$ cat src/quad_pkg.sv
package quad_pkg;

    ////////////////////////////////////////////////////////////////////////////
    // Lane and word geometry
    ////////////////////////////////////////////////////////////////////////////
    localparam int num_lanes     = 8;
    localparam int pixel_width   = 16;
    localparam int weight_width  = 16;
    localparam int word_width    = num_lanes * pixel_width;
    localparam int product_width = 32;
    localparam int result_width  = 32;

    // One internal beat carries pixels plus weights, or the eight products
    localparam int beat_width      = 2 * word_width;
    localparam int beat_pixel_lsb  = 0;
    localparam int beat_weight_lsb = word_width;

    ////////////////////////////////////////////////////////////////////////////
    // Kernel and job sizing
    ////////////////////////////////////////////////////////////////////////////
    localparam int max_taps           = 16;
    localparam int tap_width          = 4;
    localparam int tap_count_width    = 5;
    localparam int window_count_width = 16;

    // Field positions inside job_parameters
    localparam int job_param_width = 32;
    localparam int job_taps_lsb    = 0;
    localparam int job_relu_bit    = 5;
    localparam int job_windows_lsb = 16;

    // Job FSM, one-hot
    localparam logic [3:0] st_idle     = 4'b0001;
    localparam logic [3:0] st_active   = 4'b0010;
    localparam logic [3:0] st_drain    = 4'b0100;
    localparam logic [3:0] st_complete = 4'b1000;

endpackage

$ cat src/quad_weight_table.sv
`timescale 1ns/1ps

module quad_weight_table (
    input  logic                              clk_core,
    input  logic                              rst,
    input  logic                              weight_valid,
    output logic                              weight_ready,
    input  logic [quad_pkg::word_width-1:0]   weight_data,
    input  logic                              load_en,
    input  logic                              table_clear,
    input  logic [quad_pkg::tap_width-1:0]    rd_tap,
    output logic [quad_pkg::word_width-1:0]   rd_weights
);
    import quad_pkg::*;

    logic [word_width-1:0]      weight_mem [max_taps];
    // Counts 0..max_taps, saturates once the table is full
    logic [tap_count_width-1:0] wr_ptr;
    logic                       wr_fire;

    assign weight_ready = load_en && (wr_ptr < tap_count_width'(max_taps));
    assign wr_fire      = weight_valid && weight_ready;

    always_ff @(posedge clk_core) begin
        if (rst) begin
            wr_ptr <= '0;
        end else if (table_clear) begin
            wr_ptr <= '0;
        end else if (wr_fire) begin
            wr_ptr <= wr_ptr + 1'b1;
        end
    end

    always_ff @(posedge clk_core) begin
        if (wr_fire) begin
            weight_mem[wr_ptr[tap_width-1:0]] <= weight_data;
        end
    end

    // Asynchronous read by tap index
    assign rd_weights = weight_mem[rd_tap];

endmodule

$ cat config.mk
export PLATFORM = sky130hd
export DESIGN_NAME = quad_weight_table
export DESIGN_NICKNAME = d
export VERILOG_FILES = /design/src/quad_pkg.sv /design/src/quad_weight_table.sv
export SDC_FILE = /design/constraint.sdc
export NUM_CORES = 1
export LEC_CHECK = 0
export BUFFER_PORTS_ARGS = -buffer_cell sky130_fd_sc_hd__buf_2
export CORE_MARGIN = 4
export CORE_UTILIZATION = 57
export DETAILED_ROUTE_END_ITERATION = 10
export PLACE_DENSITY = 0.85
export SYNTH_ARGS = -nofsm -noshare
export SYNTH_HDL_FRONTEND = slang
export SYNTH_SLANG_ARGS = --single-unit
$ cat constraint.sdc
create_clock -name clk_core -period 18.2 [get_ports clk_core]
set_clock_uncertainty 0.15 [all_clocks]
set_input_delay 4.55 -clock clk_core [delete_from_list [all_inputs] [get_ports clk_core]]
set_output_delay 4.55 -clock clk_core [all_outputs]
set_load 0.05 [all_outputs]
==> impl_results.md <==
* Total Neg Setup Slack at 0 ps
* CTS buffer count at 192
* Critical-path top delay cell: buf_4
* Filler cells at 8207
* Crit path DAT at 8090 ps
* CP startpoint: rd_tap[0]
* Max incr delay on CP at 810 ps
* Worst-Skew Late Latency at 830 ps
* Reg clk slew, reported paths at 60 ps
* Syn Inst Count at 3089
* Largest net degree at the start of global routing at 117
* Initial antenna violation count at 33
* Crit path max-delay family: buffers and inverters
* Worst-path fanout max at 96
* Max-slew violations at 0
* Setup Buffers After CTS at 0
* Crit Reg-Reg Endpoint: weight_mem[9][104]$_DFFE_PP_
* Drt wl/cell at 33.5 µm
* Post-layout util at 64.3%
* Predominant post-synthesis flop cell: edfxtp_1
* Worst-Margin Slew at 1140 ps
* Number of synthesized flops with an enable pin at 2048
* Commonest non-fill, non-tap cell in the layout: edfxtp_1
* I/O Buffers at 265
* WS Path Type: in2out
* Dpl hpwl at 85700 µm
* Crit path top cell by count: mux4_2
* Gpl congestion at 0.727
* Fin crit share at 70.3%
* Worst reg-to-reg setup slack at 13980 ps
* 1st-iter DRT viols at 4774
* Clock tree sinks at 2053
* Synth warn at 0
* Worst hold-check path type: reg2reg
* DP Cell Count at 5037
* Mapped Area at 77500 µm²
* Die Wd at 377 µm
* # IOs at 266
* DP Worst Slack at 5380 ps
* Finished Cell Area at 87000 µm²
* WHS Endpoint: wr_ptr[4]$_SDFFE_PP0P_
* WL final at 181000 µm
* Design Power at 9.63 mW
* First-pass iteration count of the detailed router at 5
* Max clock buf depth at 3
* Worst R2R Path Depth at 5
* Crit. End Element: primary output
* DRC at 0
* Run status: finished, final reports clean
* Worst rel slew slack at 24.1%
* Vias in the first global route at 37400
* Gr usage total at 26.0%
* FFs w/ async S/R, synth at 0%
* Final worst slack at 5410 ps
* Worst hold slack at 439 ps
* Maxcap violations at 0
* Worst-path cell chain: buf_8 -> buf_12 -> buf_4 -> mux4_2 -> mux4_2 -> buf_2
* Sequential-to-total area share from yosys stat at 79.5%
* Area of the core at 135000 µm²
* Leakage at 27.4 nW
* DP Area at 80900 µm²
* Die Height at 377 µm
* Critical path buffer and inverter count at 4
* Via/cell ratio at 6.61
* PD cells at 111 nW/µm²
* Setup violations, final at 0
* R2r startpoint: wr_ptr[4]$_SDFFE_PP0P_
* Die footprint at 142000 µm²
* Multi-input logic area at 15100 µm²
* CTS tree: yes
* Non-Filler Instances at 5404
* Max VDD drop at 0.0896 mV
* Hold Startpoint: wr_ptr[4]$_SDFFE_PP0P_
* Post-synth net total at 3231
* F_max at 78.2 MHz
* Layout cell share with drive strength beyond 1 at 32.7%
* Mean Syn Cell Area at 25.1 µm²
* Required time of the critical path at 13500 ps
* RSZ-0062 raised after global routing: false
* First-pass GRT wire length at 264000 µm
* # hold bufs at CTS at 0
* Hold depth at 1
* # nets final at 3592
* Post-CTS sizing at 0
* #FFs+latches synth at 2053
* Initial Util at 57.3%
* Critical Path Start Type: input pin
* Post-synth cell types at 28
* Htree depth at 4
* Antenna-violating nets left at 0
* Register Area at 61600 µm²
* Synth-to-layout area growth at 12.3%
* Grt total ovfl at 0
* Clk root buf: clkbuf_16
* DR vias at 35700
* Fin crit period at 12790 ps
* Hold Fails Final Rpt at 0
* Most frequent cells in the layout: edfxtp_1, mux4_2, buf_2, clkbuf_16, mux2i_1
* # rows at 135
## worst register-to-register path, stage by stage, from the launching register on
cell,delay (ps)
dfxtp_1,360
and3b_1,510
nand2_1,350
nor2_4,920
buf_4,810
buf_4,710
## routing by layer
layer  vias up  GRT usage (%)  share of wire (%)
met5         -              0              0.064
met2      2207           43.5                 52
met3       345           5.02                8.7
met1     19000           35.3                 36
met4        18           8.34                3.0
li1      14200              -                  -
## report_power, final
group          internal, mW  total, mW  switching [mW]  leakage, nW
Combinational         0.179      0.520           0.340         5.93
Sequential             5.22       5.22         0.00491         18.5
Clock                  2.17       3.89            1.72         2.98
## kinds of logic (layout without fill, tap and decap cells)
family	count (synthesis)	in the layout	synth area share, %
AND/OR/NAND/NOR	91	91	0.615
AO/OA/AOI/OAI	124	124	1.05
adder cells (fa/ha/maj)	5	5	0.0807
other	0	14	0
multiplexers	647	647	17.6
XOR/XNOR	3	3	0.0339
flip-flops	2053	2053	79.5
buffers and inverters	166	686	1.19
## cell usage after synthesis (5+ instances only)
cell / count / area share [%]
edfxtp_1: 2048 / 79
mux4_2: 570 / 17
mux2i_1: 77 / 0.99
clkbuf_1: 56 / 0.27
buf_2: 53 / 0.34
a21oi_1: 51 / 0.33
nor2b_1: 44 / 0.36
a211oi_1: 43 / 0.42
buf_6: 21 / 0.31
nand2_1: 20 / 0.097
buf_4: 18 / 0.17
o221ai_1: 18 / 0.20
buf_1: 14 / 0.068
nor2_1: 14 / 0.068
o22ai_1: 9 / 0.073
nor3_1: 8 / 0.052
dfxtp_1: 5 / 0.13
ha_1: 5 / 0.081
## worst max-delay path by stage
stage | end | depth (start not counted)
CTS | rd_weights[73] | 6
detailed placement | rd_weights[73] | 6
finish | rd_weights[73] | 6
floorplan | weight_mem[0][0]$_DFFE_PP_ | 4
global route | rd_weights[73] | 6
global placement | rd_weights[67] | 6
## sequential cells by signal (all words and copies together), names as in the netlist
signal,cells
weight_mem,2048
wr_ptr,5
## final cells by class
cell class / instances / area share (%)
Clock inverter: 112 / 1.18
Inverter: 3 / 0.0216
Timing Repair Buffer: 330 / 2.24
Tap cell: 1781 / 2.56
Clock buffer: 241 / 5.84
Multi-Input combinational cell: 870 / 17.3
Sequential cell: 2053 / 70.8
Antenna cell: 14 / 0.0403
Note: power is estimated with default switching activity, not from simulation.
