File: src/quad_pkg.sv
package quad_pkg;

    ////////////////////////////////////////////////////////////////////////////
    // Lane and word geometry
    ////////////////////////////////////////////////////////////////////////////
    localparam int num_lanes     = 8;
    localparam int pixel_width   = 16;
    localparam int weight_width  = 16;
    localparam int word_width    = num_lanes * pixel_width;
    localparam int product_width = 32;
    localparam int result_width  = 32;

    // One internal beat carries pixels plus weights, or the eight products
    localparam int beat_width      = 2 * word_width;
    localparam int beat_pixel_lsb  = 0;
    localparam int beat_weight_lsb = word_width;

    ////////////////////////////////////////////////////////////////////////////
    // Kernel and job sizing
    ////////////////////////////////////////////////////////////////////////////
    localparam int max_taps           = 16;
    localparam int tap_width          = 4;
    localparam int tap_count_width    = 5;
    localparam int window_count_width = 16;

    // Field positions inside job_parameters
    localparam int job_param_width = 32;
    localparam int job_taps_lsb    = 0;
    localparam int job_relu_bit    = 5;
    localparam int job_windows_lsb = 16;

    // Job FSM, one-hot
    localparam logic [3:0] st_idle     = 4'b0001;
    localparam logic [3:0] st_active   = 4'b0010;
    localparam logic [3:0] st_drain    = 4'b0100;
    localparam logic [3:0] st_complete = 4'b1000;

endpackage

File: src/quad_if.sv


// Valid/ready beat between pipeline stages
interface lane_beat_if;
    import quad_pkg::*;

    logic                  valid;
    logic                  ready;
    logic [beat_width-1:0] lanes;
    // Beat closes a window
    logic                  last_tap;

    modport source (
        output valid,
        input  ready,
        output lanes,
        output last_tap
    );

    modport sink (
        input  valid,
        output ready,
        input  lanes,
        input  last_tap
    );

endinterface

File: src/quad_window_accum.sv
`timescale 1ns/1ps

module quad_window_accum (
    input  logic                                clk_core,
    input  logic                                rst,
    lane_beat_if.sink                           beat_in,
    output logic                                result_valid,
    input  logic                                result_accept,
    output logic [quad_pkg::result_width-1:0]   result_data
);
    import quad_pkg::*;

    logic [result_width-1:0] lane_sum;
    logic [result_width-1:0] sum_reg;
    logic                    sum_valid;
    logic                    sum_last;
    logic                    sum_take;
    logic [result_width-1:0] acc;

    ////////////////////////////////////////////////////////////////////////////
    // Lane sum stage
    ////////////////////////////////////////////////////////////////////////////
    // Two's-complement wrap at 32 bits
    always_comb begin
        lane_sum = '0;
        for (int i = 0; i < num_lanes; i++) begin
            lane_sum = lane_sum + beat_in.lanes[i*product_width +: product_width];
        end
    end

    // Partial sums always move on, a window total waits for a free result slot
    assign sum_take      = sum_valid && (!sum_last || !result_valid || result_accept);
    assign beat_in.ready = !sum_valid || sum_take;

    always_ff @(posedge clk_core) begin
        if (rst) begin
            sum_valid <= 1'b0;
        end else if (beat_in.ready) begin
            sum_valid <= beat_in.valid;
        end
    end

    always_ff @(posedge clk_core) begin
        if (beat_in.valid && beat_in.ready) begin
            sum_reg  <= lane_sum;
            sum_last <= beat_in.last_tap;
        end
    end

    ////////////////////////////////////////////////////////////////////////////
    // Window accumulator and result register
    ////////////////////////////////////////////////////////////////////////////
    always_ff @(posedge clk_core) begin
        if (rst) begin
            acc          <= '0;
            result_valid <= 1'b0;
        end else begin
            if (result_accept) begin
                result_valid <= 1'b0;
            end
            if (sum_take) begin
                if (sum_last) begin
                    acc          <= '0;
                    result_valid <= 1'b1;
                end else begin
                    acc <= acc + sum_reg;
                end
            end
        end
    end

    always_ff @(posedge clk_core) begin
        if (sum_take && sum_last) begin
            result_data <= acc + sum_reg;
        end
    end

endmodule

File: src/flat_wrapper.sv
// flat-port wrapper written by rule: the top's interface ports become plain ports
module quad_window_accum_flat import quad_pkg::*;
  (clk_core, rst, result_valid, result_accept, result_data, beat_in_valid, beat_in_ready, beat_in_lanes, beat_in_last_tap);
  lane_beat_if beat_in_i ();
  input  logic clk_core;
  input  logic rst;
  output logic result_valid;
  input  logic result_accept;
  output logic [quad_pkg::result_width-1:0] result_data;
  input wire logic [$bits(beat_in_i.valid)-1:0] beat_in_valid;
  output wire logic [$bits(beat_in_i.ready)-1:0] beat_in_ready;
  input wire logic [$bits(beat_in_i.lanes)-1:0] beat_in_lanes;
  input wire logic [$bits(beat_in_i.last_tap)-1:0] beat_in_last_tap;
  assign beat_in_i.valid = beat_in_valid;
  assign beat_in_ready = beat_in_i.ready;
  assign beat_in_i.lanes = beat_in_lanes;
  assign beat_in_i.last_tap = beat_in_last_tap;
  quad_window_accum u_core (.clk_core(clk_core), .rst(rst), .beat_in(beat_in_i), .result_valid(result_valid), .result_accept(result_accept), .result_data(result_data));
endmodule
File: config.mk
export PLATFORM = sky130hd
export DESIGN_NAME = quad_window_accum_flat
export DESIGN_NICKNAME = d
export VERILOG_FILES = /design/src/quad_pkg.sv /design/src/quad_if.sv /design/src/quad_window_accum.sv /design/src/flat_wrapper.sv
export SDC_FILE = /design/constraint.sdc
export NUM_CORES = 1
export LEC_CHECK = 0
export BUFFER_PORTS_ARGS = -buffer_cell sky130_fd_sc_hd__buf_2
export CAP_MARGIN = 5
export CORE_ASPECT_RATIO = 0.8
export CORE_MARGIN = 2
export CORE_UTILIZATION = 35
export DETAILED_ROUTE_END_ITERATION = 10
export RECOVER_POWER = 25
export SLEW_MARGIN = 25
export SYNTH_ARGS = -nofsm -noshare
export SYNTH_HDL_FRONTEND = slang
export SYNTH_SLANG_ARGS = --single-unit
File: constraint.sdc
create_clock -name clk_core -period 5.85 [get_ports clk_core]
set_input_delay 1.755 -clock clk_core [delete_from_list [all_inputs] [get_ports clk_core]]
set_output_delay 1.755 -clock clk_core [all_outputs]
set_load 0.005 [all_outputs]
==> run_results.csv <==
group,metric,value,unit
place,hpwl,22200,um
routing,drt_wl_total,25400,um
routing,drt_first_iter_violations,354,
layout,fin_nets,2040,
sta,slew_viol_final,12,
cts,tritoncts,"yes",
routing,wl_met3,1060,um
synthesis,avgSynthCellArea,9.77,um2
routing,drc,0,
setup_path,critPathLaunchType,"input pin",
global_routing,grt_first_pass_wirelength,42300,um
floorplan,row_count,58,
pwr,switchingPower,0.00365,W
routing,vias,8591,
synthesis,synth.cell_area,0.0113,mm2
global_routing,grt_max_degree,23,
layout,final_core_util,0.459,
synthesis,synth_cell_types,65,
synthesis,synth_cells,1155,
synthesis,yosys.area.top_type_share,0.326,
routing,avgRoutedWirePerCell,13.0,um
routing,ant_nets,0,
setup_path,path_buf_inv,6,
place,postPlaceCellArea,0.0139,mm2
setup_path,path_max_fanout,3,
layout,multiInputGateArea,0.00738,mm2
sta,hold_viol,0,
synthesis,syn-num-nets,1663,
layout,seqCellArea,0.00263,mm2
sta,max-slew-margin-rel,-0.0955,
setup_path,crit_chain,"buf_6 -> inv_4 -> fa_1 -> inv_2 -> fa_2 -> fa_1 -> inv_1 -> fa_1 -> inv_2 -> ha_4 -> inv_2 -> fa_2 -> nor2b_2 -> o31a_1 -> o2111ai_2 -> nand3_2 -> o31ai_4 -> o21ai_2 -> o21a_1 -> nor2_2 -> xnor2_2",
layout,syn2layout_area_growth,28.3,%
synthesis,ys_seq_elements,99,
global_routing,antenna_found_initial,0,
synthesis,synth_top_area_cell,"fa_1",
cts,cts_hold_buf,0,
pwr,p_sw_frac,0.425,
layout,drive_gt1_frac,0.298,
synthesis,synth_edf_count,65,
sta,fin_crit,5.87,ns
floorplan,io_pins,295,
synthesis,synthArstFlopShare,0,
cts,cts_buffers,9,
routing,drt_pass1_iterations,4,
place,numPortBuffers,294,
synthesis,yosysWarningCount,0,
pwr,ir_drop,0.000349,V
layout,final_area,0.0145,mm2
floorplan,die_height,165,um
status,violations,"max-capacitance violations, max-slew violations, negative setup slack",
status,status,"complete, but fails checks",
synthesis,yosysSeqAreaShare,0.233,
routing,wl_met1,12300,um
setup_path,cp_slowest_cell,"fa_1",
cts,clockBufferDepth,2,
place,post-place-ws,-0.569,ns
routing,top_layer,"met4",
sta,setup_slack,-0.0221,ns
global_routing,grt_pass1_vias,9036,
pwr,powerDensity,593,mW/mm2
layout,final_cell_mix,"inv_1, buf_2, fa_1, buf_4, edfxtp_1",
synthesis,synth_area_leaders,"fa_1, edfxtp_1, inv_1, ha_1, dfxtp_1",
setup_path,end_kind,"register",
place,gp_congestion,0.840,
cts,htree_levels,3,
synthesis,synthFlopType,"edfxtp_1",
layout,final_common_cell,"inv_1",
pwr,intPower,0.00494,W
cts,clk_pin_slew,0.08,ns
setup_path,slowest_delay,0.55,ns
sta,fin_crit_sh,1.00,
sta,fmax,170,MHz
floorplan,initial_core_util,0.357,
layout,fillers,3040,
global_routing,grt_usage,0.156,
sta,clock_skew,0.0121,ns
routing,wl_met2,11800,um
min_path,min_path_type,"register to register",
setup_path,cpLargestDelayFamily,"adder cells",
pwr,seq_power_share,0.152,
flow_run,cap_violations,1,
pwr,clkPwrFrac,0.070,
global_routing,overflow,0,
setup_path,worstPathRequired,5.95,ns
sta,whs,0.463,ns
cts,clock_latency,0.36,ns
routing,detail_route.vias_per_cell,4.39,
floorplan,placeableCoreArea,0.0316,mm2
sta,fin_setup_tns,-0.0221,ns
sta,tightest_slew,1.64,ns
cts,cts-root-buf,"clkbuf_16",
pwr,comb_power_share,0.778,
pwr,p_leak,7.65,nW
floorplan,dieArea,0.0337,mm2
layout,diodes,0,
sta,rsz0062_at_grt,"true",
setup_path,path_class,"input pin to register",
cts,cts.sinks,99,
setup_path,cp.arrival,5.97,ns
floorplan,die_x,205,um
sta,setup_viol,1,
## synth_stat cells, types with 4 or more instances
master	n
o21bai_1	8
o21a_1	7
fa_1	184
nor2b_1	10
inv_1	393
and3_1	7
nand3_1	14
a22oi_1	14
nand2_1	24
a221oi_1	4
nand4_1	7
dfxtp_1	34
a22o_1	12
ha_1	63
clkbuf_1	11
o21ai_0	21
nor2_1	47
nor3_1	7
a21oi_1	59
edfxtp_1	65
a31oi_1	5
xor2_1	18
xnor2_1	48
a21o_1	29
## cell type report
cell class | instances | share of cell area
inverter | 393 | 0.103
clock buffer | 10 | 0.0173
multi-input combinational | 650 | 0.510
sequential | 99 | 0.182
timing repair buffer | 379 | 0.148
clock inverter | 6 | 0.00354
tap | 420 | 0.0363
## worst register-to-register path, cell delays in order, from the launching register on
cell and delay (ns):
edfxtp_1 0.39, ha_1 0.35, o21ai_0 0.09, nor2_1 0.26, o211ai_1 0.22, o41ai_1 0.79, a31o_2 0.33, a221oi_2 0.11
o21ai_1 0.18, xnor2_1 0.17, xnor2_1 0.12
## cells by family (layout without fill, tap and decap cells)
family / Yosys count / in the layout / synth area share
buffers and inverters: 406 / 788 / 0.136
adder cells (fa/ha/maj): 247 / 247 / 0.396
AO/OA/AOI/OAI: 194 / 194 / 0.118
AND/OR/NAND/NOR: 141 / 141 / 0.0632
flip-flops: 99 / 99 / 0.233
XOR/XNOR: 66 / 66 / 0.0512
multiplexers: 2 / 2 / 0.00189
## power by group through the flow
stage / Sequential (W) / Combinational [W] / Clock [W]
2_1_floorplan: 0.00128 / 0.00395 / 0
3_3_place_gp: 0.00132 / 0.00602 / 0
3_5_place_dp: 0.00132 / 0.00611 / 0
4_1_cts: 0.00131 / 0.00634 / 0.000617
5_1_grt: 0.00132 / 0.00755 / 0.000640
6_report: 0.00130 / 0.00668 / 0.000598
## layer usage
layer / track usage / vias up
met1: 0.222 / 4074
met2: 0.257 / 192
met4: 0.0323 / 0
met5: 0 / -
met3: 0.0189 / 16
li1: - / 4309
## path summary, 6_finish.rpt
path | startpoint | end | slack (ns) | cells past startpoint
worst max-delay path | beat_in_lanes[130] | u_core.sum_reg[28] | -0.02 | 21
worst min-delay path | u_core.acc[2] | u_core.acc[2] | 0.46 | 2
worst max register to register | u_core.sum_reg[2] | u_core.result_data[31] | 2.59 | 10
worst min register to register | u_core.acc[2] | u_core.acc[2] | 0.46 | 2
## per-stage QoR
| stage | total power (W) | std cells |
|---|---|---|
| floorplan | 0.00523 | 1155 |
| global placement | 0.00734 | 1929 |
| detailed placement | 0.00743 | 1930 |
| CTS | 0.00827 | 1954 |
| global route | 0.00952 | 1957 |
| finish | 0.00859 | 1957 |
## repair_timing
action,in CTS,in global routing
resized for setup,16,38
gates cloned,0,0
pin swaps,22,29
setup endpoints to repair,8,12
buffers inserted,8,4
No activity file was read; power rests on OpenSTA's default activity.
