==> src/quad_pkg.sv <==
package quad_pkg;

    ////////////////////////////////////////////////////////////////////////////
    // Lane and word geometry
    ////////////////////////////////////////////////////////////////////////////
    localparam int num_lanes     = 8;
    localparam int pixel_width   = 16;
    localparam int weight_width  = 16;
    localparam int word_width    = num_lanes * pixel_width;
    localparam int product_width = 32;
    localparam int result_width  = 32;

    // One internal beat carries pixels plus weights, or the eight products
    localparam int beat_width      = 2 * word_width;
    localparam int beat_pixel_lsb  = 0;
    localparam int beat_weight_lsb = word_width;

    ////////////////////////////////////////////////////////////////////////////
    // Kernel and job sizing
    ////////////////////////////////////////////////////////////////////////////
    localparam int max_taps           = 16;
    localparam int tap_width          = 4;
    localparam int tap_count_width    = 5;
    localparam int window_count_width = 16;

    // Field positions inside job_parameters
    localparam int job_param_width = 32;
    localparam int job_taps_lsb    = 0;
    localparam int job_relu_bit    = 5;
    localparam int job_windows_lsb = 16;

    // Job FSM, one-hot
    localparam logic [3:0] st_idle     = 4'b0001;
    localparam logic [3:0] st_active   = 4'b0010;
    localparam logic [3:0] st_drain    = 4'b0100;
    localparam logic [3:0] st_complete = 4'b1000;

endpackage

==> src/quad_if.sv <==
`timescale 1ns/1ps

// Job parameters seen by the pixel stage, stable for a whole job
interface job_cfg_if;
    import quad_pkg::*;

    logic                          active;
    logic [tap_count_width-1:0]    kernel_taps;
    logic                          relu_en;
    logic [window_count_width-1:0] num_windows;

    modport source (
        output active,
        output kernel_taps,
        output relu_en,
        output num_windows
    );

    modport sink (
        input  active,
        input  kernel_taps,
        input  relu_en,
        input  num_windows
    );

endinterface


==> src/quad_job_ctrl.sv <==
`timescale 1ns/1ps

module quad_job_ctrl (
    input  logic                                clk_core,
    input  logic                                rst,
    input  logic                                job_start,
    input  logic [quad_pkg::job_param_width-1:0] job_parameters,
    output logic                                job_accept,
    output logic                                job_complete,
    input  logic                                job_complete_ack,
    input  logic                                result_fire,
    input  logic                                all_pixels_taken,
    output logic                                load_en,
    output logic                                table_clear,
    job_cfg_if.source                           cfg
);
    import quad_pkg::*;

    logic [3:0]                    state;
    logic [window_count_width-1:0] result_cnt;
    logic [window_count_width-1:0] result_cnt_next;
    logic [tap_count_width-1:0]    taps_field;

    assign taps_field      = job_parameters[job_taps_lsb +: tap_count_width];
    assign result_cnt_next = result_cnt + window_count_width'(result_fire);

    assign cfg.active   = (state == st_active);
    assign load_en      = (state == st_idle);
    assign job_complete = (state == st_complete);
    // Weight pointer restarts when the host acknowledges completion
    assign table_clear  = (state == st_complete) && job_complete_ack;

    always_ff @(posedge clk_core) begin
        if (rst) begin
            state           <= st_idle;
            job_accept      <= 1'b0;
            result_cnt      <= '0;
            cfg.kernel_taps <= tap_count_width'(max_taps);
            cfg.relu_en     <= 1'b0;
            cfg.num_windows <= '0;
        end else begin
            job_accept <= 1'b0;
            if (result_fire) begin
                result_cnt <= result_cnt_next;
            end
            case (state)
                st_idle: begin
                    if (job_start) begin
                        job_accept  <= 1'b1;
                        result_cnt  <= '0;
                        cfg.relu_en <= job_parameters[job_relu_bit];
                        cfg.num_windows <=
                            job_parameters[job_windows_lsb +: window_count_width];
                        // Zero or oversized tap counts run the full table
                        if (taps_field == '0 || taps_field > tap_count_width'(max_taps)) begin
                            cfg.kernel_taps <= tap_count_width'(max_taps);
                        end else begin
                            cfg.kernel_taps <= taps_field;
                        end
                        state <= st_active;
                    end
                end
                st_active: begin
                    if (all_pixels_taken) begin
                        state <= st_drain;
                    end
                end
                st_drain: begin
                    if (result_cnt_next == cfg.num_windows) begin
                        state <= st_complete;
                    end
                end
                st_complete: begin
                    if (job_complete_ack) begin
                        state <= st_idle;
                    end
                end
                default: state <= st_idle;
            endcase
        end
    end

endmodule

==> src/flat_wrapper.sv <==
// flat-port wrapper written by rule: the top's interface ports become plain ports
module quad_job_ctrl_flat import quad_pkg::*;
  (clk_core, rst, job_start, job_parameters, job_accept, job_complete, job_complete_ack, result_fire, all_pixels_taken, load_en, table_clear, cfg_active, cfg_kernel_taps, cfg_relu_en, cfg_num_windows);
  job_cfg_if cfg_i ();
  input  logic clk_core;
  input  logic rst;
  input  logic job_start;
  input  logic [quad_pkg::job_param_width-1:0] job_parameters;
  output logic job_accept;
  output logic job_complete;
  input  logic job_complete_ack;
  input  logic result_fire;
  input  logic all_pixels_taken;
  output logic load_en;
  output logic table_clear;
  output wire logic [$bits(cfg_i.active)-1:0] cfg_active;
  output wire logic [$bits(cfg_i.kernel_taps)-1:0] cfg_kernel_taps;
  output wire logic [$bits(cfg_i.relu_en)-1:0] cfg_relu_en;
  output wire logic [$bits(cfg_i.num_windows)-1:0] cfg_num_windows;
  assign cfg_active = cfg_i.active;
  assign cfg_kernel_taps = cfg_i.kernel_taps;
  assign cfg_relu_en = cfg_i.relu_en;
  assign cfg_num_windows = cfg_i.num_windows;
  quad_job_ctrl u_core (.clk_core(clk_core), .rst(rst), .job_start(job_start), .job_parameters(job_parameters), .job_accept(job_accept), .job_complete(job_complete), .job_complete_ack(job_complete_ack), .result_fire(result_fire), .all_pixels_taken(all_pixels_taken), .load_en(load_en), .table_clear(table_clear), .cfg(cfg_i));
endmodule
==> config.mk <==
export PLATFORM = sky130hd
export DESIGN_NAME = quad_job_ctrl_flat
export DESIGN_NICKNAME = d
export VERILOG_FILES = /design/src/quad_pkg.sv /design/src/quad_if.sv /design/src/quad_job_ctrl.sv /design/src/flat_wrapper.sv
export SDC_FILE = /design/constraint.sdc
export NUM_CORES = 1
export LEC_CHECK = 0
export ABC_CLOCK_PERIOD_IN_PS = 3820
export BUFFER_PORTS_ARGS = -buffer_cell sky130_fd_sc_hd__buf_2
export CORE_ASPECT_RATIO = 0.7
export CORE_MARGIN = 3
export CORE_UTILIZATION = 45
export DETAILED_ROUTE_END_ITERATION = 16
export GPL_ROUTABILITY_DRIVEN = 0
export PLACE_DENSITY = 0.8
export SLEW_MARGIN = 20
export SYNTH_ARGS = -nofsm -noshare
export SYNTH_HDL_FRONTEND = slang
export SYNTH_SLANG_ARGS = --single-unit
==> constraint.sdc <==
create_clock -name clk_core -period 3.82 [get_ports clk_core]
set_clock_uncertainty 0.2 [all_clocks]
set_input_delay 0 -clock clk_core [delete_from_list [all_inputs] [get_ports clk_core]]
set_output_delay 0 -clock clk_core [all_outputs]
set_load 0.01 [all_outputs]
==> out/metrics.yaml <==
place:
  dpl-instance-area_mm2: 0.00252
  hpwl_mm: 3.80
  port_buffers: 54
  pre_cts_slack_ps: 1200
worst_setup_path:
  worst-path-max-fanout: 21
  setup.worst_path.start: "u_core.state[0]$_SDFFE_PP1P_"
  rr_startpoint: "u_core.state[0]$_SDFFE_PP1P_"
  worstPathArrival_ps: 3390
  endpoint_kind: "flip-flop"
  cp_data_required_time_ps: 3870
  worstSetupStartpointType: "flip-flop"
  worst-setup-path-type: "reg2reg"
sta:
  worst_pin_slew_ps: 727
  holdWs_ps: 40.0
  setup_violations: 0
  max_freq_mhz: 299
  maxSlewViolCount: 0
  max_slew_margin_pct: 50.9
  min_period_over_period_pct: 87.5
  rsz0062_at_grt: "no"
  tns_ps: 0
  hold_viol_final: 0
  timing.final.crit_period_ps: 3340
  setup_slack_ps: 479
global_route:
  grt_pass1_wl_mm: 11.2
  grt_usage_pct: 23.9
  grt_pass1_vias: 2275
  antenna_found_initial: 0
  grt_max_degree: 29
  grt-ovfl-total: 0
clocking:
  h-tree-depth: 2
  cts_buffers: 5
  root_buffer: "clkbuf_8"
  cts.sinks: 43
  clock_path_buffers: 2
  clock_latency_ps: 300
  cts_tree: "built"
  clkSlewWorstSetupHoldPaths_ps: 80
synth:
  ys_ff_latch: 43
  synth_nets: 314
  synth-async-reset-ratio_pct: 0
  yosys.area.top_type: "dfxtp_1"
  synth_flop_cell: "dfxtp_1"
  synth_most_common_cell: "nand2_1"
  ys_warn_count: 0
  synth_edf_count: 0
  synth_area_leaders: "dfxtp_1, nand2_1, xnor2_1"
  synth_common_cells: "nand2_1, dfxtp_1, nor2_1, a21oi_1, xnor2_1"
  yosysUniqueCellTypes: 44
  ys_seq_area_share_pct: 38.4
  avgSynthCellArea_um2: 8.20
  synthesis.area_mm2: 0.00224
  synth_top_area_share_pct: 38.4
  netlist_instances: 273
pwr:
  swShare_pct: 28.3
  p_int_mw: 0.713
  power_frac_seq_pct: 49.3
  combinationalPowerShare_pct: 20.5
  p_per_area_mw_per_mm2: 320
  power.share.clock_pct: 30.2
  ir_worst_vdd_uv: 221
  p_switching_mw: 0.281
  leakage_nw: 1.35
  p_total_mw: 0.994
floorplan:
  dieHeight_um: 65.0
  die_w_um: 90.3
  fp-row-count: 20
  core_mm2: 0.00455
  die_area_mm2: 0.00587
  io_pins: 65
  initial_utilization_pct: 49.2
hold_path:
  hold_path.startpoint: "job_parameters[4]"
  min-delay-path-class: "in2reg"
route:
  vias: 2249
  drt_iter0_drc: 174
  routed_via_density: 5.19
  drt-wirelength-per-cell_um: 15.3
  drt-total-wl_mm: 6.64
  ant_nets: 0
  drtPass1Iterations: 5
  drcViolationCount: 0
status:
  status: "completed"
finish:
  num_antenna_cells: 0
  area_growth_syn_to_layout_pct: 38.6
  fillers: 361
  layout-drive-gt1-share_pct: 19.6
  design_area_mm2: 0.00310
  nets: 408
flow_run:
  drv_cap: 0
[layout make-up]
cell class | count | area (um^2) | area share, %
Multi-Input combinational cell | 207 | 1280 | 41.3
Clock inverter | 1 | 5.00 | 0.161
Inverter | 6 | 22.5 | 0.726
Tap cell | 66 | 82.6 | 2.66
Timing Repair Buffer | 104 | 768 | 24.7
Clock buffer | 6 | 82.6 | 2.66
Sequential cell | 43 | 861 | 27.7
[state kept, by name, indices dropped and copies added (netlist names)]
signal,cells
u_core.cfg.kernel_taps,5
u_core.job_accept,1
u_core.cfg.relu_en,1
u_core.cfg.num_windows,16
u_core.result_cnt,16
u_core.state,4
[final timing paths]
check        cells past startpoint  slack [ps]                                      to
min                              5          40  u_core.cfg.kernel_taps[4]$_SDFFE_PP1P_
max                              7         480  u_core.cfg.kernel_taps[2]$_SDFFE_PP0P_
max reg2reg                      7         480  u_core.cfg.kernel_taps[2]$_SDFFE_PP0P_
min reg2reg                      1         280  u_core.cfg.kernel_taps[4]$_SDFFE_PP1P_
[layer usage]
layer	track usage (%)	vias up	routed length [um]
li1	-	1102	-
met1	28.1	1061	2710
met2	43.2	69	3340
met3	5.10	17	447
met4	8.78	0	141
met5	0	-	0
[cell usage in the layout, fill, tap and decap left out, drive strengths merged, types with 2 or more instances in the layout]
cell type / instances
dfxtp: 43
nor2: 27
nand3: 8
nor4b: 2
a211o: 2
inv: 6
xnor2: 22
nor3: 4
nand4: 7
o21ai: 5
dlygate4sd3: 49
nor4: 3
and2: 3
xor2: 16
nand2b: 5
nand3b: 4
clkbuf: 6
o311a: 2
a21oi: 24
buf: 55
ha: 3
or4: 2
nand2: 54
[through the flow]
step                      cells  utilization, %
final                       433            68.2
after CTS                   433            68.1
after floorplan             273               -
after detailed placement    377            55.4
after global routing        433            68.2
after global placement      377            55.4
[kinds of logic (layout without fill, tap and decap cells)]
family,after synthesis,count (layout),share of synthesized area (%)
xor+xnor,38,38,14.9
fa+ha+maj,3,3,1.68
flops,43,43,38.4
simple gates,125,125,29.6
buf+inv,23,117,4.36
compound gates,41,41,11.1
[power by group through the flow]
stage / clock [mW] / sequential, mW / combinational (mW)
2_1_floorplan: 0 / 0.504 / 0.0891
3_3_place_gp: 0 / 0.499 / 0.149
3_5_place_dp: 0 / 0.500 / 0.151
4_1_cts: 0.299 / 0.489 / 0.195
5_1_grt: 0.314 / 0.493 / 0.223
6_report: 0.300 / 0.490 / 0.204
[worst max-delay path, stage by stage (launching register included)]
cell,delay [ps]
dfxtp_1,430
nor4b_1,630
and2_2,530
and3_1,230
dlygate4sd3_1,580
a21oi_1,50
nor2_1,90
dlygate4sd3_1,550
[repair_timing]
action | 4_1_cts | 5_1_grt
resized for setup | 0 | 1
endpoints found under the hold margin | 32 | 0
setup endpoints to repair | 0 | 1
hold buffers | 49 | 0
setup buffers | 0 | 0
Note: power is estimated with default switching activity, not from simulation.
