## config.mk

```make
export PLATFORM = sky130hd
export DESIGN_NAME = quad_pixel_stage_flat
export DESIGN_NICKNAME = d
export VERILOG_FILES = /design/src/quad_pkg.sv /design/src/quad_if.sv /design/src/quad_pixel_stage.sv /design/src/flat_wrapper.sv
export SDC_FILE = /design/constraint.sdc
export NUM_CORES = 1
export LEC_CHECK = 0
export ABC_CLOCK_PERIOD_IN_PS = 22300
export BUFFER_PORTS_ARGS = -buffer_cell sky130_fd_sc_hd__buf_2
export CORE_AREA = 2 2 215 217
export DETAILED_ROUTE_END_ITERATION = 10
export DIE_AREA = 0 0 217 219
export PLACE_DENSITY_LB_ADDON = 0.12
export SLEW_MARGIN = 20
export SYNTH_ARGS = -nofsm -noshare
export SYNTH_HDL_FRONTEND = slang
export SYNTH_SLANG_ARGS = --single-unit
```

## constraint.sdc

```tcl
create_clock -name clk_core -period 22.3 [get_ports clk_core]
set_input_delay 1.115 -clock clk_core [delete_from_list [all_inputs] [get_ports clk_core]]
set_output_delay 1.115 -clock clk_core [all_outputs]
set_load 0.01 [all_outputs]
```

## src/quad_pkg.sv

```systemverilog
package quad_pkg;

    ////////////////////////////////////////////////////////////////////////////
    // Lane and word geometry
    ////////////////////////////////////////////////////////////////////////////
    localparam int num_lanes     = 8;
    localparam int pixel_width   = 16;
    localparam int weight_width  = 16;
    localparam int word_width    = num_lanes * pixel_width;
    localparam int product_width = 32;
    localparam int result_width  = 32;

    // One internal beat carries pixels plus weights, or the eight products
    localparam int beat_width      = 2 * word_width;
    localparam int beat_pixel_lsb  = 0;
    localparam int beat_weight_lsb = word_width;

    ////////////////////////////////////////////////////////////////////////////
    // Kernel and job sizing
    ////////////////////////////////////////////////////////////////////////////
    localparam int max_taps           = 16;
    localparam int tap_width          = 4;
    localparam int tap_count_width    = 5;
    localparam int window_count_width = 16;

    // Field positions inside job_parameters
    localparam int job_param_width = 32;
    localparam int job_taps_lsb    = 0;
    localparam int job_relu_bit    = 5;
    localparam int job_windows_lsb = 16;

    // Job FSM, one-hot
    localparam logic [3:0] st_idle     = 4'b0001;
    localparam logic [3:0] st_active   = 4'b0010;
    localparam logic [3:0] st_drain    = 4'b0100;
    localparam logic [3:0] st_complete = 4'b1000;

endpackage

```

## src/quad_if.sv

```systemverilog
`timescale 1ns/1ps

// Job parameters seen by the pixel stage, stable for a whole job
interface job_cfg_if;
    import quad_pkg::*;

    logic                          active;
    logic [tap_count_width-1:0]    kernel_taps;
    logic                          relu_en;
    logic [window_count_width-1:0] num_windows;

    modport source (
        output active,
        output kernel_taps,
        output relu_en,
        output num_windows
    );

    modport sink (
        input  active,
        input  kernel_taps,
        input  relu_en,
        input  num_windows
    );

endinterface

// Valid/ready beat between pipeline stages
interface lane_beat_if;
    import quad_pkg::*;

    logic                  valid;
    logic                  ready;
    logic [beat_width-1:0] lanes;
    // Beat closes a window
    logic                  last_tap;

    modport source (
        output valid,
        input  ready,
        output lanes,
        output last_tap
    );

    modport sink (
        input  valid,
        output ready,
        input  lanes,
        input  last_tap
    );

endinterface

```

## src/quad_pixel_stage.sv

```systemverilog
`timescale 1ns/1ps

module quad_pixel_stage (
    input  logic                              clk_core,
    input  logic                              rst,
    input  logic                              pixel_valid,
    output logic                              pixel_ready,
    input  logic [quad_pkg::word_width-1:0]   pixel_data,
    job_cfg_if.sink                           cfg,
    output logic [quad_pkg::tap_width-1:0]    rd_tap,
    input  logic [quad_pkg::word_width-1:0]   rd_weights,
    output logic                              all_pixels_taken,
    lane_beat_if.source                       beat_out
);
    import quad_pkg::*;

    logic [tap_width-1:0]          tap_cnt;
    logic [tap_count_width-1:0]    tap_limit;
    logic [window_count_width-1:0] win_cnt;
    logic                          tap_is_last;
    logic                          pixel_fire;
    logic [word_width-1:0]         relu_data;

    logic                          slot_valid;
    logic                          slot_last;
    logic [beat_width-1:0]         slot_lanes;

    ////////////////////////////////////////////////////////////////////////////
    // Intake control
    ////////////////////////////////////////////////////////////////////////////
    assign tap_limit        = cfg.kernel_taps - 1'b1;
    assign tap_is_last      = ({1'b0, tap_cnt} == tap_limit);
    assign all_pixels_taken = (win_cnt == cfg.num_windows);
    assign pixel_ready      = cfg.active && !all_pixels_taken &&
                              (!slot_valid || beat_out.ready);
    assign pixel_fire       = pixel_valid && pixel_ready;
    assign rd_tap           = tap_cnt;

    // ReLU per lane when enabled
    always_comb begin
        for (int i = 0; i < num_lanes; i++) begin
            if (cfg.relu_en && pixel_data[i*pixel_width + pixel_width - 1]) begin
                relu_data[i*pixel_width +: pixel_width] = '0;
            end else begin
                relu_data[i*pixel_width +: pixel_width] =
                    pixel_data[i*pixel_width +: pixel_width];
            end
        end
    end

    // Tap and window counters, held at zero between jobs
    always_ff @(posedge clk_core) begin
        if (rst || !cfg.active) begin
            tap_cnt <= '0;
            win_cnt <= '0;
        end else if (pixel_fire) begin
            if (tap_is_last) begin
                tap_cnt <= '0;
                win_cnt <= win_cnt + 1'b1;
            end else begin
                tap_cnt <= tap_cnt + 1'b1;
            end
        end
    end

    ////////////////////////////////////////////////////////////////////////////
    // One-deep output slot
    ////////////////////////////////////////////////////////////////////////////
    always_ff @(posedge clk_core) begin
        if (rst) begin
            slot_valid <= 1'b0;
        end else if (pixel_fire) begin
            slot_valid <= 1'b1;
        end else if (beat_out.ready) begin
            slot_valid <= 1'b0;
        end
    end

    always_ff @(posedge clk_core) begin
        if (pixel_fire) begin
            slot_lanes[beat_pixel_lsb +: word_width]  <= relu_data;
            slot_lanes[beat_weight_lsb +: word_width] <= rd_weights;
            slot_last                                 <= tap_is_last;
        end
    end

    assign beat_out.valid    = slot_valid;
    assign beat_out.lanes    = slot_lanes;
    assign beat_out.last_tap = slot_last;

endmodule

```

## src/flat_wrapper.sv

```systemverilog
// flat-port wrapper written by rule: the top's interface ports become plain ports
module quad_pixel_stage_flat import quad_pkg::*;
  (clk_core, rst, pixel_valid, pixel_ready, pixel_data, rd_tap, rd_weights, all_pixels_taken, cfg_active, cfg_kernel_taps, cfg_relu_en, cfg_num_windows, beat_out_valid, beat_out_ready, beat_out_lanes, beat_out_last_tap);
  job_cfg_if cfg_i ();
  lane_beat_if beat_out_i ();
  input  logic clk_core;
  input  logic rst;
  input  logic pixel_valid;
  output logic pixel_ready;
  input  logic [quad_pkg::word_width-1:0] pixel_data;
  output logic [quad_pkg::tap_width-1:0] rd_tap;
  input  logic [quad_pkg::word_width-1:0] rd_weights;
  output logic all_pixels_taken;
  input wire logic [$bits(cfg_i.active)-1:0] cfg_active;
  input wire logic [$bits(cfg_i.kernel_taps)-1:0] cfg_kernel_taps;
  input wire logic [$bits(cfg_i.relu_en)-1:0] cfg_relu_en;
  input wire logic [$bits(cfg_i.num_windows)-1:0] cfg_num_windows;
  output wire logic [$bits(beat_out_i.valid)-1:0] beat_out_valid;
  input wire logic [$bits(beat_out_i.ready)-1:0] beat_out_ready;
  output wire logic [$bits(beat_out_i.lanes)-1:0] beat_out_lanes;
  output wire logic [$bits(beat_out_i.last_tap)-1:0] beat_out_last_tap;
  assign cfg_i.active = cfg_active;
  assign cfg_i.kernel_taps = cfg_kernel_taps;
  assign cfg_i.relu_en = cfg_relu_en;
  assign cfg_i.num_windows = cfg_num_windows;
  assign beat_out_valid = beat_out_i.valid;
  assign beat_out_i.ready = beat_out_ready;
  assign beat_out_lanes = beat_out_i.lanes;
  assign beat_out_last_tap = beat_out_i.last_tap;
  quad_pixel_stage u_core (.clk_core(clk_core), .rst(rst), .pixel_valid(pixel_valid), .pixel_ready(pixel_ready), .pixel_data(pixel_data), .cfg(cfg_i), .rd_tap(rd_tap), .rd_weights(rd_weights), .all_pixels_taken(all_pixels_taken), .beat_out(beat_out_i));
endmodule
```

==> metrics.yaml <==
critical_path:
  crit_path_frequent_cell: "buf_2"
  worst_ep_arrival_time_ps: 2430
  crit_slowest_cell: "nor4_1"
  critPathBufInv: 3
  path_cells: "buf_2, xor2_1, nor4_1, nand4_2, nand2_1, inv_1, buf_2"
  end_kind: "primary output"
  rrSetupSlack_ps: 18990
  path_delay_family: "simple AND/OR/NAND/NOR gates"
  required_ps: 21190
  r2r_end: "u_core.beat_out.lanes[104]"
  reg2regPathDepth: 6
  max_stage_delay_ps: 400
  worstSetupPathType: "in2out"
  cp-start-kind: "input pin"
  regToRegStartpoint: "u_core.win_cnt[4]"
  path_max_fanout: 8
timing:
  tightest_slew_ps: 998
  maxSlewViolCount: 0
  period_minus_slack_ps: 3550
  hold_viol: 0
  fmax_mhz: 282
  relSlewSlack: 0.334
  fin_crit_sh: 0.159
  finalSetupViolations: 0
  fin_tns_setup_ps: 0
  rsz0062_at_grt: "false"
  clock_skew_ps: 19.2
power_and_ir_drop:
  ir_worst_vdd_mv: 0.0418
  p_leak_uw: 0.00600
  p_per_area_nw_per_um2: 83.5
cells_and_area:
  area_delta_synth_final_pct: 45.1
  multi_input_area_um2: 1750
  fin_area_um2: 14500
  instances_no_fill: 1771
  postLayoutCoreUtil: 0.321
  drive_gt1_frac: 0.515
  ff_latch_area_um2: 8140
  nFillCells: 4646
  fin_nets: 1426
global_routing:
  grt_pass1_vias: 6948
  grt_use_met2: 0.243
  antenna_found_initial: 21
  overflow: 0
  grt_pass1_wl_mm: 46.4
  grt_start_max_net_pins: 128
  met3_usage: 0.0658
  grt_usage: 0.134
  grt.busiest_layer: "met2"
  grt_util_met1: 0.135
synth:
  async_flop_share: 0
  ys.flop_type: "edfxtp_1"
  syn-cell-area_um2: 9970
  synthTopCellsByArea: "edfxtp_1 77%, and2_1 7.8%, dfxtp_1 4.2%, xor2_1 1.8%, nor2b_1 0.69%"
  synth.most_common_cell: "edfxtp_1"
  syn_inst: 568
  yosysWarnings: 0
  synth_edf_count: 257
  yosysSeqAreaShare: 0.816
  synth_area_per_cell_um2: 17.6
  synth_commonest_cells: "257 x edfxtp_1, 124 x and2_1, 21 x dfxtp_1, 21 x xor2_1, 18 x nand2_1"
  synth_fp_nets: 854
  synth_seq_cells: 278
  ys_types: 37
  synth_top_cell_area_share: 0.774
  yosysTopAreaCell: "edfxtp_1"
placed_design:
  dp_cells: 1704
  portBuffers: 546
  gp_congestion: 0.781
  place_area_um2: 13400
  hpwl_mm: 25.9
route:
  drt-initial-drc-count: 300
  first_pass_iters: 4
  drc_errors: 0
  vias_per_cell: 3.89
  final_antenna_net_count: 0
  routedWlPerCell_um: 19.0
  drt-total-wl_mm: 33.6
  vias: 6891
clocking:
  cts_made_buffers: 34
  root_buffer: "clkbuf_16"
  clk_path_buf_depth: 3
  cts_hold_buf: 0
  post_cts_buffers: 0
  clock_sinks: 278
  cts_tree: "done"
  h-tree-depth: 2
  clk_latency_ps: 530
  post_cts_resized: 0
  cts.reportedPaths.clkPinSlew_ps: 50
die:
  io_pins: 547
  core-area_um2: 45100
  core.rowCount: 78
  die-area_um2: 47500
  dieHeight_um: 219
  die_x_um: 217
  start_util: 0.221
run:
  drv_cap: 0
outcome:
  status: "finished, final reports clean"
worst_hold_path:
  min_path_type: "reg2reg"
  hp-start: "u_core.win_cnt[15]"
  min_path_cells: 2
  whs_endpoint: "u_core.win_cnt[15]"
## cell type report
class / instances / share of cell area
flip-flops and latches: 278 / 0.562
multi-input cells: 270 / 0.121
inverters: 8 / 0.00259
clock buffers: 47 / 0.0636
repair buffers: 548 / 0.190
diodes: 7 / 0.00121
clock inverters: 13 / 0.00726
well taps: 600 / 0.0519
## state kept, by name, summed over array words and instances (netlist names)
signal                    flops
u_core.beat_out.last_tap      1
u_core.win_cnt               16
u_core.beat_out.valid         1
u_core.beat_out.lanes       256
u_core.rd_tap                 4
## cell families (layout without fill, tap and decap cells)
group                      after synthesis  in the layout  synth area share
and+or+nand+nor                        213            213             0.131
other                                    0              7                 0
adders and majority gates                3              3           0.00376
buffers and inverters                   20            616           0.00828
AOI/OAI and AO/OA                       27             27            0.0168
xor gates and xnor gates                24             24            0.0211
DFF                                    278            278             0.816
muxes                                    3              3           0.00301
## cell usage in the layout, fill, tap and decap left out, types with 2 or more instances in the layout
master / synthesis / routed
a21oi_1: 11 / 11
and2_1: 124 / 124
and3_1: 5 / 5
buf_2: 0 / 546
buf_4: 0 / 2
clkbuf_1: 11 / 12
clkbuf_16: 0 / 35
clkinv_1: 0 / 6
clkinv_2: 0 / 4
clkinv_8: 0 / 2
dfxtp_1: 21 / 21
diode_2: 0 / 7
edfxtp_1: 257 / 257
ha_1: 3 / 3
inv_1: 8 / 7
mux2i_1: 3 / 3
nand2_1: 18 / 18
nand2b_1: 2 / 2
nand3_1: 7 / 7
nand3_2: 2 / 2
nand4_1: 4 / 4
nand4_2: 2 / 2
nor2_1: 12 / 12
nor2b_1: 11 / 11
nor3_1: 3 / 3
nor4_1: 4 / 4
o211ai_1: 2 / 2
o21ai_0: 6 / 6
o31ai_1: 5 / 5
or3_1: 4 / 4
or4_1: 8 / 8
xnor2_1: 3 / 3
xor2_1: 21 / 21
## worst max path at each step
| stage | from | cells after the start | slack [ps] | endpoint |
|---|---|---|---|---|
| 6_report | cfg_num_windows[12] | 7 | 18750 | pixel_ready |
| 5_1_grt | cfg_num_windows[12] | 7 | 18600 | u_core.beat_out.lanes[104] |
| 4_1_cts | cfg_num_windows[12] | 7 | 18690 | pixel_ready |
| 3_5_place_dp | cfg_num_windows[4] | 7 | 18200 | u_core.beat_out.lanes[101] |
| 3_3_place_gp | cfg_num_windows[12] | 7 | 18240 | u_core.beat_out.lanes[104] |
| 2_1_floorplan | cfg_num_windows[12] | 7 | 14510 | u_core.rd_tap[2] |
## metrics by stage
step                hold WS [ps]  total power (µW)  worst slack (ps)
global route                 543              1260             18600
global placement             485               705             18240
detailed placement           486               705             18200
CTS                          498              1230             18690
floorplan                    464               654             14510
finish                       492              1210             18750
## where the power goes
| part | leakage [µW] | total (µW) | switching (µW) | internal, µW |
|---|---|---|---|---|
| Combinational | 0.00291 | 89.6 | 49.8 | 39.8 |
| Clock | 0.000498 | 516 | 215 | 301 |
| Sequential | 0.00259 | 602 | 4.77 | 597 |
## worst reg2reg max path, delay by kind of cell (launching register included)
family	cells	cell delay, ps
AND/OR/NAND/NOR	3	570
buffers and inverters	2	1650
flip-flops	1	490
XOR/XNOR	1	200
## layer usage
| metal | part of all wire | vias up |
|---|---|---|
| met1 | 0.34 | 3239 |
| li1 | - | 3249 |
| met5 | 0.0028 | - |
| met3 | 0.11 | 74 |
| met4 | 0.030 | 14 |
| met2 | 0.52 | 315 |
Power figures use the tool's default switching activity.
